===== config.mk =====
export PLATFORM = sky130hd
export DESIGN_NAME = i2c_master_ctrl
export DESIGN_NICKNAME = d
export VERILOG_FILES = /design/src/i2c_master_pkg.sv /design/src/i2c_ctrl_if.sv /design/src/i2c_master_ctrl.sv /design/src/i2c_cond_timer.sv /design/src/i2c_phase_fsm.sv
export SDC_FILE = /design/constraint.sdc
export NUM_CORES = 1
export LEC_CHECK = 0
export BUFFER_PORTS_ARGS = -buffer_cell sky130_fd_sc_hd__buf_2
export CAP_MARGIN = 10
export CORE_MARGIN = 10
export CORE_UTILIZATION = 30
export CTS_CLUSTER_SIZE = 10
export DETAILED_ROUTE_END_ITERATION = 10
export GPL_ROUTABILITY_DRIVEN = 1
export PLACE_DENSITY = 0.55
export SLEW_MARGIN = 10
export SYNTH_ARGS = -nofsm -noshare
export SYNTH_HDL_FRONTEND = slang
export SYNTH_HIERARCHICAL = 1
export SYNTH_SLANG_ARGS = --single-unit
export TNS_END_PERCENT = 1

===== constraint.sdc =====
create_clock -name i2c_core_clock_i -period 2.4 [get_ports i2c_core_clock_i]
set_clock_uncertainty 0.15 [all_clocks]
set_input_delay 0.48 -clock i2c_core_clock_i [delete_from_list [all_inputs] [get_ports i2c_core_clock_i]]
set_output_delay 0.48 -clock i2c_core_clock_i [all_outputs]
set_load 0.1 [all_outputs]

===== src/i2c_master_pkg.sv =====
package i2c_master_pkg;

    // ------------------------------------------------------------
    // phases of one I2C transfer as seen by the control unit
    // ------------------------------------------------------------
    typedef enum logic [3:0] {
        ST_IDLE         = 4'd0,  // bus free, waiting for enable
        ST_START        = 4'd1,  // start condition
        ST_ADDR         = 4'd2,  // address and r/w bit on sda
        ST_ADDR_ACK     = 4'd3,  // slave acks the address
        ST_WRITE_DATA   = 4'd4,  // master drives a data byte
        ST_READ_DATA    = 4'd5,  // slave drives a data byte
        ST_SLAVE_ACK    = 4'd6,  // slave acks a written byte
        ST_MASTER_ACK   = 4'd7,  // master acks a read byte
        ST_REPEAT_START = 4'd8,  // repeated start condition
        ST_STOP         = 4'd9   // stop condition
    } i2c_state_e;

    // ------------------------------------------------------------
    // bit-slot counter values, the counter runs down from 9
    // ------------------------------------------------------------
    parameter int unsigned LAST_BIT_CNT       = 1;  // last bit of addr or data byte
    parameter int unsigned ACK_SAMPLE_CNT     = 0;  // slave ack is sampled here
    parameter int unsigned MASTER_ACK_END_CNT = 9;  // end of master ack slot

endpackage

===== src/i2c_ctrl_if.sv =====
`timescale 1ns/1ps

interface i2c_ctrl_if
    import i2c_master_pkg::*;
#(
    parameter int COUNT_W = 8
);

    i2c_state_e state;         // current phase
    logic       bit_tick;      // edge counter reached the prescaler
    logic       cond_done;     // duration counter expired
    logic       scl_released;  // a tick has passed since state entry

    // the master ack end count (9) needs at least four bits
    if (COUNT_W < 4) begin : g_width_check
        $error("i2c_ctrl_if: COUNT_W must be 4 or more");
    end

    modport fsm_mp (
        output state,
        input  bit_tick,
        input  cond_done,
        input  scl_released
    );

    modport timer_mp (
        input  state,
        output bit_tick,
        output cond_done,
        output scl_released
    );

endinterface


===== src/i2c_master_ctrl.sv =====
`timescale 1ns/1ps

module i2c_master_ctrl #(
    parameter int COUNT_W = 8
) (
    input  logic               i2c_core_clock_i,
    input  logic               reset_bit_n_i,

    // command and status levels
    input  logic               enable_bit_i,
    input  logic               rw_bit_i,
    input  logic               sda_i,
    input  logic               repeat_start_bit_i,
    input  logic               trans_fifo_empty_i,
    input  logic               rev_fifo_full_i,

    // counts from the clock generator and datapath
    input  logic [COUNT_W-1:0] state_done_time_i,
    input  logic [COUNT_W-1:0] counter_detect_edge_i,
    input  logic [COUNT_W-1:0] counter_data_ack_i,
    input  logic [COUNT_W-1:0] prescaler_i,

    // phase strobes
    output logic               start_cnt_o,
    output logic               write_addr_cnt_o,
    output logic               write_data_cnt_o,
    output logic               read_data_cnt_o,
    output logic               write_ack_cnt_o,
    output logic               read_ack_cnt_o,
    output logic               stop_cnt_o,
    output logic               repeat_start_cnt_o,

    output logic               write_fifo_en_o,  // push a received byte
    output logic               read_fifo_en_o,   // pop the next byte to send
    output logic               scl_en_o,
    output logic               sda_en_o
);

    i2c_ctrl_if #(.COUNT_W(COUNT_W)) ctrl_if ();

    i2c_phase_fsm #(
        .COUNT_W (COUNT_W)
    ) u_phase_fsm (
        .i2c_core_clock_i   (i2c_core_clock_i),
        .reset_bit_n_i      (reset_bit_n_i),
        .enable_bit_i       (enable_bit_i),
        .rw_bit_i           (rw_bit_i),
        .sda_i              (sda_i),
        .repeat_start_bit_i (repeat_start_bit_i),
        .trans_fifo_empty_i (trans_fifo_empty_i),
        .rev_fifo_full_i    (rev_fifo_full_i),
        .counter_data_ack_i (counter_data_ack_i),
        .ctrl               (ctrl_if.fsm_mp),
        .start_cnt_o        (start_cnt_o),
        .write_addr_cnt_o   (write_addr_cnt_o),
        .write_data_cnt_o   (write_data_cnt_o),
        .read_data_cnt_o    (read_data_cnt_o),
        .write_ack_cnt_o    (write_ack_cnt_o),
        .read_ack_cnt_o     (read_ack_cnt_o),
        .stop_cnt_o         (stop_cnt_o),
        .repeat_start_cnt_o (repeat_start_cnt_o),
        .write_fifo_en_o    (write_fifo_en_o),
        .read_fifo_en_o     (read_fifo_en_o),
        .scl_en_o           (scl_en_o),
        .sda_en_o           (sda_en_o)
    );

    i2c_cond_timer #(
        .COUNT_W (COUNT_W)
    ) u_cond_timer (
        .i2c_core_clock_i      (i2c_core_clock_i),
        .reset_bit_n_i         (reset_bit_n_i),
        .enable_bit_i          (enable_bit_i),
        .state_done_time_i     (state_done_time_i),
        .prescaler_i           (prescaler_i),
        .counter_detect_edge_i (counter_detect_edge_i),
        .ctrl                  (ctrl_if.timer_mp)
    );

endmodule


===== src/i2c_cond_timer.sv =====
`timescale 1ns/1ps

module i2c_cond_timer
    import i2c_master_pkg::*;
#(
    parameter int COUNT_W = 8
) (
    input  logic               i2c_core_clock_i,
    input  logic               reset_bit_n_i,
    input  logic               enable_bit_i,
    input  logic [COUNT_W-1:0] state_done_time_i,
    input  logic [COUNT_W-1:0] prescaler_i,
    input  logic [COUNT_W-1:0] counter_detect_edge_i,

    i2c_ctrl_if.timer_mp       ctrl
);

    i2c_state_e         prev_state_q;
    logic               state_entry;     // first cycle of a new state
    logic [COUNT_W-1:0] done_cnt_q;      // start/stop/repeat-start duration
    logic               tick_seen_q;

    assign ctrl.bit_tick = (counter_detect_edge_i == prescaler_i);
    assign state_entry   = (ctrl.state != prev_state_q);

    // the counter is reloaded during the entry cycle, so no done there
    assign ctrl.cond_done    = (done_cnt_q == '0) && !state_entry;
    assign ctrl.scl_released = tick_seen_q && !state_entry;

    // ------------------------------------------------------------
    // state entry detect
    // ------------------------------------------------------------
    always_ff @(posedge i2c_core_clock_i or negedge reset_bit_n_i) begin
        if (!reset_bit_n_i) begin
            prev_state_q <= ST_IDLE;
        end else begin
            prev_state_q <= ctrl.state;
        end
    end

    // ------------------------------------------------------------
    // duration counter
    // ------------------------------------------------------------
    always_ff @(posedge i2c_core_clock_i or negedge reset_bit_n_i) begin
        if (!reset_bit_n_i) begin
            done_cnt_q <= '0;
        end else if (state_entry) begin
            if (ctrl.state == ST_REPEAT_START)
                done_cnt_q <= prescaler_i + COUNT_W'(1);
            else
                done_cnt_q <= state_done_time_i;
        end else begin
            case (ctrl.state)
                ST_IDLE: begin
                    if (!enable_bit_i)
                        done_cnt_q <= state_done_time_i;         // hold off until enabled
                    else if (done_cnt_q != '0)
                        done_cnt_q <= done_cnt_q - COUNT_W'(1);
                end
                ST_START, ST_STOP, ST_REPEAT_START: begin
                    if (ctrl.bit_tick && (done_cnt_q != '0))
                        done_cnt_q <= done_cnt_q - COUNT_W'(1);  // one step per bit slot
                end
                default: ;
            endcase
        end
    end

    // scl release flag, set by any tick after state entry
    always_ff @(posedge i2c_core_clock_i or negedge reset_bit_n_i) begin
        if (!reset_bit_n_i) begin
            tick_seen_q <= 1'b0;
        end else if (ctrl.bit_tick) begin
            tick_seen_q <= 1'b1;
        end else if (state_entry) begin
            tick_seen_q <= 1'b0;
        end
    end

endmodule


===== src/i2c_phase_fsm.sv =====
`timescale 1ns/1ps

module i2c_phase_fsm
    import i2c_master_pkg::*;
#(
    parameter int COUNT_W = 8
) (
    input  logic               i2c_core_clock_i,
    input  logic               reset_bit_n_i,
    input  logic               enable_bit_i,
    input  logic               rw_bit_i,
    input  logic               sda_i,
    input  logic               repeat_start_bit_i,
    input  logic               trans_fifo_empty_i,
    input  logic               rev_fifo_full_i,
    input  logic [COUNT_W-1:0] counter_data_ack_i,

    i2c_ctrl_if.fsm_mp         ctrl,

    output logic               start_cnt_o,
    output logic               write_addr_cnt_o,
    output logic               write_data_cnt_o,
    output logic               read_data_cnt_o,
    output logic               write_ack_cnt_o,
    output logic               read_ack_cnt_o,
    output logic               stop_cnt_o,
    output logic               repeat_start_cnt_o,
    output logic               write_fifo_en_o,
    output logic               read_fifo_en_o,
    output logic               scl_en_o,
    output logic               sda_en_o
);

    i2c_state_e state_q;
    i2c_state_e state_d;
    i2c_state_e end_state;      // where a finished transfer goes
    logic       last_bit;       // last bit slot of a byte, on a tick
    logic       ack_sample;     // slave ack slot, on a tick
    logic       mack_end;       // end of master ack slot, on a tick

    assign last_bit   = ctrl.bit_tick && (counter_data_ack_i == COUNT_W'(LAST_BIT_CNT));
    assign ack_sample = ctrl.bit_tick && (counter_data_ack_i == COUNT_W'(ACK_SAMPLE_CNT));
    assign mack_end   = ctrl.bit_tick && (counter_data_ack_i == COUNT_W'(MASTER_ACK_END_CNT));
    assign end_state  = repeat_start_bit_i ? ST_REPEAT_START : ST_STOP;

    assign ctrl.state = state_q;

    // ------------------------------------------------------------
    // next phase
    // ------------------------------------------------------------
    always_comb begin
        state_d = state_q;
        case (state_q)
            ST_IDLE:         if (enable_bit_i && ctrl.cond_done) state_d = ST_START;
            ST_START:        if (ctrl.cond_done) state_d = ST_ADDR;
            ST_ADDR:         if (last_bit) state_d = ST_ADDR_ACK;
            ST_ADDR_ACK: begin
                if (ack_sample) begin
                    if (sda_i)
                        state_d = end_state;                     // address nacked
                    else
                        state_d = rw_bit_i ? ST_READ_DATA : ST_WRITE_DATA;
                end
            end
            ST_WRITE_DATA:   if (last_bit) state_d = ST_SLAVE_ACK;
            ST_SLAVE_ACK: begin
                if (ack_sample) begin
                    if (sda_i || trans_fifo_empty_i)
                        state_d = end_state;                     // nack or nothing left to send
                    else
                        state_d = ST_WRITE_DATA;
                end
            end
            ST_READ_DATA:    if (last_bit) state_d = ST_MASTER_ACK;
            ST_MASTER_ACK: begin
                if (mack_end)
                    state_d = rev_fifo_full_i ? end_state : ST_READ_DATA;
            end
            ST_REPEAT_START: if (ctrl.cond_done) state_d = ST_ADDR;
            ST_STOP:         if (ctrl.cond_done) state_d = ST_IDLE;
            default:         state_d = ST_IDLE;
        endcase
    end

    always_ff @(posedge i2c_core_clock_i or negedge reset_bit_n_i) begin
        if (!reset_bit_n_i) begin
            state_q <= ST_IDLE;
        end else begin
            state_q <= state_d;
        end
    end

    // ------------------------------------------------------------
    // fifo strobes, one cycle at the start of each ack slot
    // ------------------------------------------------------------
    always_ff @(posedge i2c_core_clock_i or negedge reset_bit_n_i) begin
        if (!reset_bit_n_i) begin
            read_fifo_en_o  <= 1'b0;
            write_fifo_en_o <= 1'b0;
        end else begin
            read_fifo_en_o  <= (state_q == ST_WRITE_DATA) && (state_d == ST_SLAVE_ACK);
            write_fifo_en_o <= (state_q == ST_READ_DATA) && (state_d == ST_MASTER_ACK);
        end
    end

    // ------------------------------------------------------------
    // phase strobes and line enables
    // ------------------------------------------------------------
    assign start_cnt_o        = (state_q == ST_START);
    assign write_addr_cnt_o   = (state_q == ST_ADDR);
    assign write_data_cnt_o   = (state_q == ST_WRITE_DATA);
    assign read_data_cnt_o    = (state_q == ST_READ_DATA);
    assign write_ack_cnt_o    = (state_q == ST_MASTER_ACK);
    assign read_ack_cnt_o     = (state_q == ST_ADDR_ACK) || (state_q == ST_SLAVE_ACK);
    assign stop_cnt_o         = (state_q == ST_STOP);
    assign repeat_start_cnt_o = (state_q == ST_REPEAT_START);

    always_comb begin
        case (state_q)
            ST_START, ST_ADDR, ST_WRITE_DATA, ST_MASTER_ACK, ST_REPEAT_START, ST_STOP:
                sda_en_o = 1'b1;
            default:
                sda_en_o = 1'b0;                                 // slave owns sda
        endcase
    end

    always_comb begin
        case (state_q)
            ST_ADDR, ST_ADDR_ACK, ST_WRITE_DATA, ST_READ_DATA, ST_SLAVE_ACK, ST_MASTER_ACK:
                scl_en_o = 1'b1;
            ST_REPEAT_START, ST_STOP:
                scl_en_o = !ctrl.scl_released;                   // scl let go after first tick
            default:
                scl_en_o = 1'b0;
        endcase
    end

endmodule


---- Word-level counts from Yosys, hierarchy flattened ----
Index checks and enable logic that the tools add are counted.
word-level totals
  input port bits ......................... 40
  output and inout port bits .............. 12
  register bits ........................... 19
  word-level logic and storage cells ...... 75
operators by class
  equality and inequality tests ........... 17
  muxes and demuxes ....................... 25
  reduce and logical (&&, ||, !) cells .... 25
  add/subtract/negate cells ............... 2
operator list
  cell                 number
  $mux 4               12
  $mux 8               5
  $pmux 4 s9           1
  $eq 4x3->1 const B   6
  $logic_not 8->1      2
  $pmux 8 s2           1
  $reduce_or 6->1      2
  $logic_and 1x1->1    9
  $add 8x1->8 const B  1
  $eq 4x2->1 const B   2
  $eq 4x4->1 const B   2
  $eq 8x1->1 const B   1
  $eq 8x4->1 const B   1
  $eq 8x8->1           1
  $reduce_bool 8->1    1
  $sub 8x1->8 const B  1
  $mux 1               5
  $eq 4x1->1 const B   1
  $logic_not 4->1      1
  $ne 4x2->1 const B   1
  $ne 4x4->1           1
  $reduce_or 2->1      2
  $ne 3x1->1 const B   1
  $reduce_and 3->1     1
  other kinds (6)      8

---- Depth between registers and ports, before layout ----
  depth in word-level cells ............... 8
  depth in mapped cells ................... 8

---- Hierarchy ----
The synthesis kept the hierarchy.
by module, submodules not included
  module          area each (um^2)  times used  cells an instance  seq. area each (um^2)
  i2c_cond_timer  1132.3            1           121                325.3
  i2c_phase_fsm   646.9             1           79                 150.1

---- Worst setup path before layout ----
No wires, ideal clock.
  path kind ............................... register to output
  start ................................... reg u_phase_fsm.state_q[0] (netlist: u_phase_fsm/ctrl.state[0])
  end ..................................... out sda_en_o
  slack ................................... -1.341 ns
  path buffers ............................ 2
  data arrival time ....................... 3.111 ns
  stages on the path, launching flop included .. 5
  data required time ...................... 1.770 ns
  cells stage by stage .................... dfrtp_1 -> buf_4 -> buf_2 -> nor2_1 -> o32ai_1
between the ends
  cells in the longest elaborated chain, start to end .. 3
  elaborated cells between the ends (all ways) .. 8
  those cells by class .................... eq/ne: 6; mux: 1; reduce/logical: 1
ends and longest elaborated chain
  element                             RTL line               RTL
  start: declaration                  i2c_phase_fsm.sv:34    i2c_state_e state_q;
  start signal: assignment            i2c_phase_fsm.sv:89    state_q <= state_d;
  $eq 4x1->1 (tied with other cells)  i2c_phase_fsm.sv:119   case (state_q)
  $reduce_or 6->1 (*)                 i2c_phase_fsm.sv:119
  $mux 1 (*)                          i2c_phase_fsm.sv:119
  end: declaration                    i2c_master_ctrl.sv:36  output logic sda_en_o
Every way passes the cells marked *; elsewhere a longest branch is shown, timed or not.

---- Final worst setup path ----
Ends and elaborated chain as after synthesis.

==> impl_results.md <==
- Status: finished, final reports clean
- WL/cell: between 15 and 20 µm
- Root buf cell: clkbuf_8
- Row cnt: 27
- Die area: about 0.0094 mm²
- Maximum vdd drop: ~0.00047 V
- FF-to-FF End: u_phase_fsm/write_fifo_en_o$_DFF_PN0_
- Io pins: 52
- Buffer count from post-CTS setup fixing: 0
- P&R area growth vs syn: 37.27%
- Largest net degree at the start of global routing: 21
- Vias in the first global route: 1,767
- Antenna Nets Post-Route: 0
- Synth Instances: 200
- Number of hold buffers added after cts: 0
- Num CTS Buffers: 3
- CTS tree: built
- Async S/R FF share, synth: 100.0%
- Drt pass-1 iters: 5
- Syn avg cell area: slightly below 9 µm²
- Initial core utilization: about a third
- Wl on met1: around 2400 µm
- Fill cell count: ~550
- Placed Instance Area: between 0.002 and 0.0025 mm²
- DP Wirelength: around 4100 µm
- Fin crit period: 2.349 ns
- Max capacitance violation total: 0
- R2R depth: 7
- Post-route cell area: approximately 0.0024 mm²
- Worst Setup Start Kind: flop
- Length of routed met3 wiring: between 400 and 500 µm
- # diodes: 0
- Nets@finish: between 300 and 400
- Final setup violation count: 0
- Share of the synthesized area in the top cell type: approximately a quarter
- Grt ovf: 0
- Critical Path RT: around 1.8 ns
- Syn Nets: 243
- Leak: approximately 1 nW
- Final GP Congestion: around 0.84
- Synth area leaders: dfrtp_1, xnor2_1, nor2_1
- First-pass GRT wire length: just under 9000 µm
- Worst rel slew slack: 67.65%
- DR top layer: met4
- Drt initial violations: around 160
- Worst-margin pin slew: 0.4887 ns
- PwrDens: roughly 760 mW/mm²
- Min-Delay Path Class: input port to async pin
- Synth Flop Type: dfrtp_1
- Worst setup path endpoint: sda_en_o
- Antenna violations before repair: 0
- Crit Path Class: flop to output port
- Core Area: between 0.005 and 0.006 mm²
- Cell variety after synth: 63
- Layout cells sized above 1: about two fifths
- CP Capture Type: output port
- CTS Sinks: 19
- Via count: around 1,700
- Buffers added on ports: around 50
- Post-synth EDFFs: 0
- Vias per Instance: 5.271
- # DRC: 0
- Reg clk slew, reported paths: approximately 0.080 ns
- Worst EP arrival: between 1.5 and 2 ns
- Internal reg-to-reg setup slack: 0.23 ns
- Slew Limit Fails: 0
- Synthesized cell area: between 0.0015 and 0.002 mm²
- Post-cts resize count: 1
- Clk buf depth: 2
- H-tree depth: 1
- Gr usage total: a little over a tenth
- Peak Freq: 425.7 MHz
- Flops & latches, synth: 19
- R2r startpoint: u_cond_timer/done_cnt_q[3]$_DFFE_PN0P_
- Synth Warn #: 6
- Drt total wl: 5229 µm
- Yosys top cell by area: dfrtp_1
- Worst-Skew Late Latency: 0.27 ns
- Overall power: between 1.5 and 2 mW
- Die W: just under 100 µm
- DIE HEIGHT: a little under 100 µm
- Register area share after synthesis: a little over a quarter
- Worst setup path startpoint: u_phase_fsm/ctrl.state[0]$_DFF_PN0_
- FF/Latch Area: roughly 480 µm²
- Crit path max fanout: 20
- WL met2: about 2300 µm
- Final Hold Vio Count: 0
- RSZ-0062 raised after global routing: yes
- Final period utilization: between 90% and 100%
- Area of the multi-input gates: approximately 0.0013 mm²
==> synth_stat cells (all sizes together) (2+ instances only) <==
master and number:
dfrtp 19, nor2 18, nor3 4, nand2 12
o221ai 4, nand4 6, o22ai 3, o211ai 8
nor4b 3, mux2i 5, a211o 3, ha 3
xor2 7, and2 2, o21ai 6, a21oi 4
buf 7, mux2 4, and4 2, a2bb2oi 3
nand2b 4, inv 9, xnor2 18, and3 3
a21boi 2, o21a 2, or2 2, o2111ai 2
nor4 3, nand3 14
==> sequential cells by signal, summed over array words and instances, names as in the netlist <==
register,cells
u_cond_timer/done_cnt_q,8
u_cond_timer/prev_state_q,4
u_cond_timer/tick_seen_q,1
u_phase_fsm/ctrl.state,4
u_phase_fsm/read_fifo_en_o,1
u_phase_fsm/write_fifo_en_o,1
==> placed cells by master (no fill, tap or decap), types with 4 or more instances in the layout <==
cell and instances:
buf_2 41, dfrtp_1 19, nor2_1 16, xnor2_1 14
nand2_1 12, nand3_1 12, buf_12 10, inv_1 9
buf_4 8, o211ai_1 8, xor2_1 7, nand4_1 5
mux2i_1 5, xnor2_2 4
==> metrics by stage <==
| step | hold slack (ns) | util (%) | TNS, ns | instances | setup slack (ns) |
|---|---|---|---|---|---|
| final | 0.002846 | 43.29 | 0 | 329 | 0.05100 |
| after global routing | 0.03476 | 43.29 | -0.07273 | 329 | -0.03938 |
| after CTS | 0.02348 | 42.34 | 0 | 329 | 0.01267 |
| after detailed placement | 0.3103 | 41.47 | 0 | 325 | 0.1104 |
| after global placement | 0.3079 | 41.47 | 0 | 325 | 0.1597 |
| after floorplan | 0.03441 | - | -4.747 | 200 | -0.4777 |
==> power breakdown <==
part	switching, mW	internal, mW
registers	0.101	0.418
logic	0.593	0.509
clock network	0.119	0.116
total	0.813	1.04
==> how the worst min path moves through the flow <==
stage,start,endpoint
global route,reset_bit_n_i,u_cond_timer/done_cnt_q[4]$_DFFE_PN0P_
detailed placement,reset_bit_n_i,u_cond_timer/done_cnt_q[5]$_DFFE_PN0P_
floorplan,reset_bit_n_i,u_cond_timer/done_cnt_q[0]$_DFFE_PN0P_
global placement,reset_bit_n_i,u_cond_timer/done_cnt_q[5]$_DFFE_PN0P_
finish,reset_bit_n_i,u_cond_timer/done_cnt_q[4]$_DFFE_PN0P_
CTS,reset_bit_n_i,u_cond_timer/done_cnt_q[5]$_DFFE_PN0P_
==> worst max-delay path, stage by stage, from the launching register on <==
cell	delay [ns]
dfrtp_1	0.40
buf_6	0.22
nand2b_1	0.21
nand3_1	0.10
o21a_1	0.13
o32ai_2	0.18
buf_12	0.22
==> final cells by class <==
cell class | count | share of cell area (%)
clock buffers | 3 | 1.691
clock inverters | 1 | 0.2049
inverters | 9 | 1.383
multi-input cells | 164 | 53.59
flip-flops and latches | 19 | 19.47
well taps | 72 | 3.689
repair buffers | 61 | 19.98
==> logic make-up after synthesis <==
kind of cell             count (synthesis)  synth area share [%]
XOR/XNOR                                25                 12.31
buffers and inverters                   17                 4.219
multiplexers                             9                 5.767
AO/OA/AOI/OAI                           48                 22.22
flip-flops                              19                 26.72
adder cells (fa/ha/maj)                  3                 2.110
AND/OR/NAND/NOR                         79                 26.65
==> routing by layer <==
metal  up-vias  global-route usage [%]
li1        866                       -
met1       803                   14.51
met2        61                   16.46
met3         4                   2.626
met4         0                   3.157
met5         -                       0
(Power assumes the default switching activity.)
